## src/hw/fetch_pkg.sv

```systemverilog
package fetch_pkg;

  // Cache geometry of four lines of sixteen bytes
  localparam int offset_bits = 4;
  localparam int index_bits = 2;
  localparam int line_count = 4;
  localparam int tag_bits = 32 - offset_bits - index_bits;
  localparam int line_bits = 128;

  // AXI arlen values count the beats minus one
  localparam logic [7:0] burst_len_line = 8'd3;
  localparam logic [7:0] burst_len_single = 8'd0;

  // Address map
  localparam logic [31:0] reset_pc = 32'h3000_0000;
  localparam logic [7:0] sram_region = 8'h0f; // Top address byte of on-chip SRAM

  typedef enum logic {
    fetch_lookup,
    fetch_refill
  } fetch_state_t;

  typedef logic [tag_bits-1:0] cache_tag_t;

  typedef logic [index_bits-1:0] cache_index_t;

  typedef logic [31:0] word_t;

endpackage

```

## src/hw/refill_if.sv

```systemverilog
`timescale 1ns/1ns

// Refill writes from the fetch controller into the cache array
interface refill_if import fetch_pkg::*; ();

  logic fill_beat; // One cycle per accepted read beat
  word_t fill_data;
  cache_index_t fill_index;
  cache_tag_t fill_tag;
  logic fill_last; // Final beat sets tag and valid

  modport controller (
    output fill_beat,
    output fill_data,
    output fill_index,
    output fill_tag,
    output fill_last
  );

  modport array (
    input fill_beat,
    input fill_data,
    input fill_index,
    input fill_tag,
    input fill_last
  );

endinterface

```

## src/hw/fetch_control.sv

```systemverilog
`timescale 1ns/1ns

module fetch_control import fetch_pkg::*; (
  input  logic         clock,
  input  logic         reset,
  input  logic         npc_valid,
  input  word_t        npc,
  input  word_t        snpc,
  input  logic         idu_ready,
  input  logic         block,
  input  logic         clear_pipeline,
  output word_t        old_pc,
  output logic         inst_valid,
  output word_t        inst,
  output word_t        araddr,
  output logic         arvalid,
  output logic [7:0]   arlen,
  input  logic         arready,
  output logic         rready,
  input  word_t        rdata,
  input  logic         rvalid,
  input  logic         rlast,
  input  logic         hit,
  input  word_t        hit_word,
  output word_t        pc,
  output logic         busy,
  output logic         hit_step,
  output logic         miss_start,
  output logic         refill_busy,
  refill_if.controller refill
);

  fetch_state_t state;
  logic pipeline_empty; // No instruction delivered since reset or redirect
  logic step;
  logic guard;
  logic beat;
  logic req_sram;
  logic deliver;

  assign step = (state == fetch_lookup) && idu_ready && !block && !clear_pipeline;

  // Only start a memory read when the pc is known to be on the real path
  assign guard = pipeline_empty || (npc_valid && (snpc == pc));

  assign beat = (state == fetch_refill) && rready && rvalid;

  // The request address decides the kind of refill, since pc may be redirected meanwhile
  assign req_sram = (araddr[31:24] == sram_region);

  // An SRAM word is only handed on if it still belongs to the current pc
  assign deliver = beat && req_sram && (pc == araddr) && !clear_pipeline;

  assign hit_step = step && hit;
  assign miss_start = step && !hit && guard;
  assign refill_busy = (state == fetch_refill);
  assign busy = refill_busy;

  assign refill.fill_beat = beat && !req_sram;
  assign refill.fill_last = beat && !req_sram && rlast;
  assign refill.fill_data = rdata;
  assign refill.fill_index = araddr[offset_bits +: index_bits];
  assign refill.fill_tag = araddr[31 -: tag_bits];

  always_ff @(posedge clock) begin
    if (reset) begin
      state <= fetch_lookup;
      pc <= reset_pc;
      arvalid <= 1'b0;
      rready <= 1'b0;
      inst_valid <= 1'b0;
      pipeline_empty <= 1'b1;
    end else begin
      if (clear_pipeline) begin
        pc <= npc;
        inst_valid <= 1'b0;
        pipeline_empty <= 1'b1;
      end else if (step) begin
        if (hit) begin
          inst_valid <= 1'b1;
          pc <= pc + 32'd4;
          pipeline_empty <= 1'b0;
        end else begin
          inst_valid <= 1'b0; // Dropped whether or not the miss may start
        end
      end else if (deliver) begin
        inst_valid <= 1'b1;
        pc <= pc + 32'd4;
        pipeline_empty <= 1'b0;
      end

      case (state)
        fetch_lookup: begin
          if (miss_start) begin
            state <= fetch_refill;
            arvalid <= 1'b1;
          end
        end
        fetch_refill: begin
          // The data channel opens in the cycle after the address beat
          if (arvalid && arready) begin
            arvalid <= 1'b0;
            rready <= 1'b1;
          end
          if (beat && rlast) begin
            rready <= 1'b0;
            state <= fetch_lookup;
          end
        end
        default: state <= fetch_lookup;
      endcase
    end
  end

  always_ff @(posedge clock) begin
    if (miss_start) begin
      if (pc[31:24] == sram_region) begin
        araddr <= pc; // Exact word in a single beat
        arlen <= burst_len_single;
      end else begin
        araddr <= {pc[31:offset_bits], {offset_bits{1'b0}}};
        arlen <= burst_len_line;
      end
    end

    if (hit_step) begin
      inst <= hit_word;
      old_pc <= pc;
    end else if (deliver) begin
      inst <= rdata;
      old_pc <= pc;
    end
  end

endmodule

```

## src/hw/fetch_stats.sv

```systemverilog
`timescale 1ns/1ns

module fetch_stats (
  input  logic        clock,
  input  logic        reset,
  input  logic        hit_step,
  input  logic        miss_start,
  input  logic        refill_busy,
  output logic [31:0] hit_count,
  output logic [31:0] miss_count,
  output logic [31:0] refill_cycles
);

  // Counters stick at the top value instead of wrapping
  function automatic logic [31:0] sat_inc(input logic [31:0] value, input logic count_en);
    logic [31:0] result;
    result = value;
    if (count_en && (value != 32'hffff_ffff)) begin
      result = value + 32'd1;
    end
    return result;
  endfunction

  always_ff @(posedge clock) begin
    if (reset) begin
      hit_count <= 32'd0;
      miss_count <= 32'd0;
      refill_cycles <= 32'd0;
    end else begin
      hit_count <= sat_inc(hit_count, hit_step);
      miss_count <= sat_inc(miss_count, miss_start); // Misses that actually issued a read
      refill_cycles <= sat_inc(refill_cycles, refill_busy);
    end
  end

endmodule

```

## src/hw/fetch_unit.sv

```systemverilog
`timescale 1ns/1ns

module fetch_unit import fetch_pkg::*; (
  input  logic        clock,
  input  logic        reset,

  input  logic        npc_valid,
  input  word_t       npc,
  input  word_t       snpc,
  output word_t       old_pc,

  output logic        inst_valid,
  output word_t       inst,
  input  logic        idu_ready,
  input  logic        block,

  output logic        enable,
  output word_t       araddr,
  output logic        arvalid,
  output logic [7:0]  arlen,
  input  logic        arready,

  output logic        rready,
  input  word_t       rdata,
  input  logic [1:0]  rresp, // Response codes are not checked
  input  logic        rvalid,
  input  logic        rlast,
  input  logic        clear_cache,
  input  logic        clear_pipeline,

  output logic [31:0] hit_count,
  output logic [31:0] miss_count,
  output logic [31:0] refill_cycles
);

  word_t pc;
  logic hit;
  word_t hit_word;
  logic hit_step;
  logic miss_start;
  logic refill_busy;

  refill_if refill_bus ();

  fetch_control fetch_control_i (
    .clock          (clock),
    .reset          (reset),
    .npc_valid      (npc_valid),
    .npc            (npc),
    .snpc           (snpc),
    .idu_ready      (idu_ready),
    .block          (block),
    .clear_pipeline (clear_pipeline),
    .old_pc         (old_pc),
    .inst_valid     (inst_valid),
    .inst           (inst),
    .araddr         (araddr),
    .arvalid        (arvalid),
    .arlen          (arlen),
    .arready        (arready),
    .rready         (rready),
    .rdata          (rdata),
    .rvalid         (rvalid),
    .rlast          (rlast),
    .hit            (hit),
    .hit_word       (hit_word),
    .pc             (pc),
    .busy           (enable),
    .hit_step       (hit_step),
    .miss_start     (miss_start),
    .refill_busy    (refill_busy),
    .refill         (refill_bus.controller)
  );

  icache_array icache_array_i (
    .clock       (clock),
    .reset       (reset),
    .clear_cache (clear_cache),
    .pc          (pc),
    .hit         (hit),
    .hit_word    (hit_word),
    .refill      (refill_bus.array)
  );

  fetch_stats fetch_stats_i (
    .clock         (clock),
    .reset         (reset),
    .hit_step      (hit_step),
    .miss_start    (miss_start),
    .refill_busy   (refill_busy),
    .hit_count     (hit_count),
    .miss_count    (miss_count),
    .refill_cycles (refill_cycles)
  );

endmodule

```

## src/hw/icache_array.sv

```systemverilog
`timescale 1ns/1ns

module icache_array import fetch_pkg::*; (
  input  logic    clock,
  input  logic    reset,
  input  logic    clear_cache,
  input  word_t   pc,
  output logic    hit,
  output word_t   hit_word,
  refill_if.array refill
);

  logic [line_bits-1:0] line_data [line_count];
  cache_tag_t line_tag [line_count];
  logic [line_count-1:0] line_valid;

  cache_index_t index;
  cache_tag_t pc_tag;
  logic [offset_bits-3:0] word_sel;
  logic pc_sram;
  logic [line_bits-1:0] sel_line;

  assign index = pc[offset_bits +: index_bits];
  assign pc_tag = pc[31 -: tag_bits];
  assign word_sel = pc[offset_bits-1:2];
  assign pc_sram = (pc[31:24] == sram_region);

  assign sel_line = line_data[index];

  // SRAM addresses never hit, even if a matching tag happened to be present
  assign hit = line_valid[index] && (line_tag[index] == pc_tag) && !pc_sram;

  assign hit_word = sel_line[word_sel*32 +: 32];

  always_ff @(posedge clock) begin
    if (reset || clear_cache) begin
      line_valid <= '0;
    end else if (refill.fill_last) begin
      line_valid[refill.fill_index] <= 1'b1;
    end
  end

  // Beats arrive in address order and enter from the top of the line
  always_ff @(posedge clock) begin
    if (refill.fill_beat) begin
      line_data[refill.fill_index] <=
        {refill.fill_data, line_data[refill.fill_index][line_bits-1:32]};
    end
    if (refill.fill_last) begin
      line_tag[refill.fill_index] <= refill.fill_tag;
    end
  end

endmodule

```

## config.mk

```make
export PLATFORM = sky130hd
export DESIGN_NAME = fetch_unit
export DESIGN_NICKNAME = d
export VERILOG_FILES = /design/src/hw/fetch_pkg.sv /design/src/hw/refill_if.sv /design/src/hw/fetch_control.sv /design/src/hw/fetch_stats.sv /design/src/hw/fetch_unit.sv /design/src/hw/icache_array.sv
export SDC_FILE = /design/constraint.sdc
export NUM_CORES = 1
export LEC_CHECK = 0
export BUFFER_PORTS_ARGS = -buffer_cell sky130_fd_sc_hd__buf_2
export CAP_MARGIN = 20
export CORE_UTILIZATION = 55
export DETAILED_ROUTE_END_ITERATION = 6
export GPL_ROUTABILITY_DRIVEN = 0
export PLACE_DENSITY = 0.74
export SLEW_MARGIN = 10
export SYNTH_ARGS = -nofsm -noshare
export SYNTH_HDL_FRONTEND = slang
export SYNTH_HIERARCHICAL = 1
export SYNTH_SLANG_ARGS = --single-unit
```

## constraint.sdc

```tcl
create_clock -name clock -period 40.8 [get_ports clock]
set_clock_uncertainty 0.15 [all_clocks]
set_input_delay 8.16 -clock clock [delete_from_list [all_inputs] [get_ports clock]]
set_output_delay 8.16 -clock clock [all_outputs]
set_load 0.02 [all_outputs]
```

==> impl_results.md <==
- Status: finished clean
- Sequential share of the synthesized area: roughly 64%
- Layout cells sized above 1: around 32%
- I/O pin total: roughly 310
- Total Routing Usage GR: between 20% and 30%
- Synth unique cells: between 70 and 80
- Area of the multi-input gates: roughly 0.013 mm2
- Critical path startpoint category: input port
- Crit path required time: slightly above 40000 ps
- VDD IR-drop max: approximately 0.031 mV
- Power Density: 42.24 mW/mm2
- Initial antenna violation count: 3
- Longest Clk Path Bufs: 3
- Die area: 0.06993 mm2
- Min Hold Slack: 317.8 ps
- Final setup TNS: 0 ps
- Synth async-reset ratio: 0%
- Min Clock Period, post-route: around 11000 ps
- Maxcap violations: 0
- Area growth from synthesis to layout: 12.22%
- Syn Inst Count: about 2300
- Die Wd: 264.4 um
- CTS HTree Levels: 3
- Root Driver: clkbuf_16
- Final net count: 2634
- Post-Syn Area per Cell: ~16 um2
- EDFF count, synth: just over 700
- CP Class: in -> reg
- Least-Margin Pin Slew: between 1000 and 1500 ps
- CP Capture Type: flop
- Post-Route WL: roughly 88000 um
- Standard-cell row count: between 90 and 100
- Postcts setup bufs: 0
- Via total after detailed routing: roughly 23000
- Worst path buffer plus inverter count: 3
- CP max FO: 66
- Fin. Hold Viols: 0
- CTS Buf Count: slightly below 90
- Synthesized cell area: ~0.038 mm2
- Relative slew slack: about a quarter
- Vias per cell: about 6.5
- Delay-heaviest family, CP: simple AND/OR/NAND/NOR gates
- Ys Warns: 6
- Max Fclk: between 90 and 100 MHz
- Vias in the first global route: about 23000
- Critical Path Most Common Cell: buf_4
- Remaining antenna violation count after routing: 0
- Die Ht: roughly 260 um
- # fillers: approximately 4700
- Avg WL per Cell: 25.31 um
- DRC Markers: 0
- Arrival @ worst endpoint: between 10000 and 15000 ps
- Max-slew violation total from the final report: 0
- Top FF cell, synth: edfxtp_1
- CTS sink count: 850
- Most frequent cells in the layout: 713 x edfxtp_1, 302 x buf_2, 272 x mux4_2
- Clock Latency Late Sink: approximately 640 ps
- Fin crit share: about 27%
- RSZ-0062 raised after global routing: no
- Total grt overflow: 0
- Starting Density: 56.01%
- Leak: around 14 nW
- Initial DRC Count: around 1900
- CP max stage delay: about 670 ps
- Port bufs: 303
- TritonCTS clock tree: done
- Register area: 0.02417 mm2
- Worst path cell trace: buf_2 -> buf_4 -> nor4_1 -> nand4_1 -> or3_1 -> nand2_4 -> buf_4
- Worst hold path type: reg -> reg
- Pin count of the biggest net entering global routing: about 120
- Slowest cell on the critical path: or3_1
- Post-CTS resize count: 0
- Setup violations, final: 0
- Core Box Area: slightly below 0.07 mm2
- DP Wirelength: about 53000 um
- Clk slew on worst S/H paths: around 60 ps
- Post-synthesis register bit count: 850
- Commonest non-fill, non-tap cell in the layout: edfxtp_1
- CTS Hold Bufs: 0
- Router iterations before antenna repair: 6
- First-pass GRT wire length: roughly 140000 um
==> state kept, by name (all words and copies together) (netlist names) <==
| name | count |
|---|---|
| fetch_control_i/inst_valid | 1 |
| fetch_stats_i/hit_count | 32 |
| icache_array_i/line_tag | 104 |
| fetch_control_i/arvalid | 1 |
| fetch_control_i/pipeline_empty | 1 |
| fetch_stats_i/refill_cycles | 32 |
| fetch_control_i/rready | 1 |
| fetch_control_i/inst | 32 |
| fetch_control_i/busy | 1 |
| fetch_control_i/arlen | 1 |
| fetch_control_i/pc | 32 |
| icache_array_i/line_data | 512 |
| fetch_stats_i/miss_count | 32 |
| fetch_control_i/araddr | 32 |
| icache_array_i/line_valid | 4 |
| fetch_control_i/old_pc | 32 |
==> power by group <==
| part | switching [W] | internal [W] |
|---|---|---|
| sequential | 0.00000846 | 0.000939 |
| clock | 0.000329 | 0.000442 |
| combinational | 0.0000418 | 0.0000353 |
==> cell usage after synthesis (all sizes together), types with 20 or more instances <==
cell	number	area, um2
o31ai	32	254.0
mux2i	26	260.3
nor4	36	252.7
dfxtp	137	2743
xnor2	59	516.8
nand3	51	255.2
a21oi	73	387.9
clkbuf	94	352.8
nand2	85	319.1
nor2	81	304.0
mux4	272	6126
mux2	42	476.7
a32o	20	222.7
xor2	48	420.4
o21ai	54	270.3
nor3	28	150.1
and3	22	137.6
edfxtp	713	21410
buf	122	850.8
or3	39	244.0
nand4	53	337.8
and4	21	183.9
or4	27	206.5
inv	20	75.07
==> area by class of cell <==
class                   count  share of cell area (%)
flip-flops and latches    850                   56.84
multi-input cells        1218                   29.45
clock buffers             109                   5.533
repair buffers            344                   4.412
well taps                 873                   2.569
clock inverters            53                   1.007
inverters                  20                  0.1766
diodes                      2                 0.01177
==> metrics by stage <==
| stage | instance area, um2 | utilization, % | cells | setup WS (ps) | power, W |
|---|---|---|---|---|---|
| 3_5_place_dp | 39690 | 58.68 | 3303 | 29180 | 0.001042 |
| 5_1_grt | 42510 | 62.85 | 3467 | 29560 | 0.001847 |
| 2_1_floorplan | 37900 | - | 2304 | 22090 | 0.001020 |
| 4_1_cts | 42470 | 62.79 | 3465 | 29840 | 0.001810 |
| 6_report | 42510 | 62.86 | 3469 | 29740 | 0.001796 |
| 3_3_place_gp | 39690 | 58.68 | 3303 | 29240 | 0.001040 |
==> metal layers <==
metal | wire length [um] | track usage (%) | vias to the layer above
li1 | - | - | 9776
met1 | 34280 | 33.73 | 11543
met2 | 43380 | 41.08 | 984
met3 | 7317 | 5.620 | 229
met4 | 2782 | 8.972 | 4
met5 | 32 | 0 | -
==> final timing paths <==
check	slack [ps]	startpoint	endpoint	cells after the start
hold reg to reg	320	icache_array_i/line_valid[2]	icache_array_i/line_valid[2]	1
hold / removal	320	icache_array_i/line_valid[2]	icache_array_i/line_valid[2]	1
setup reg to reg	34240	fetch_control_i/pc[4]	fetch_stats_i/hit_count[29]	15
setup / recovery	29740	clear_pipeline	fetch_control_i/old_pc[9]	7
==> kinds of logic after synthesis <==
| family | Yosys count | share of synthesized area, % |
|---|---|---|
| AOI/OAI and AO/OA | 272 | 5.024 |
| adders and majority gates | 4 | 0.1321 |
| and+or+nand+nor | 489 | 7.111 |
| buffers and inverters | 236 | 3.376 |
| other | 1 | 0.009899 |
| DFF | 850 | 63.76 |
| xor gates and xnor gates | 107 | 2.474 |
| muxes | 340 | 18.12 |
Power figures use the tool's default switching activity.
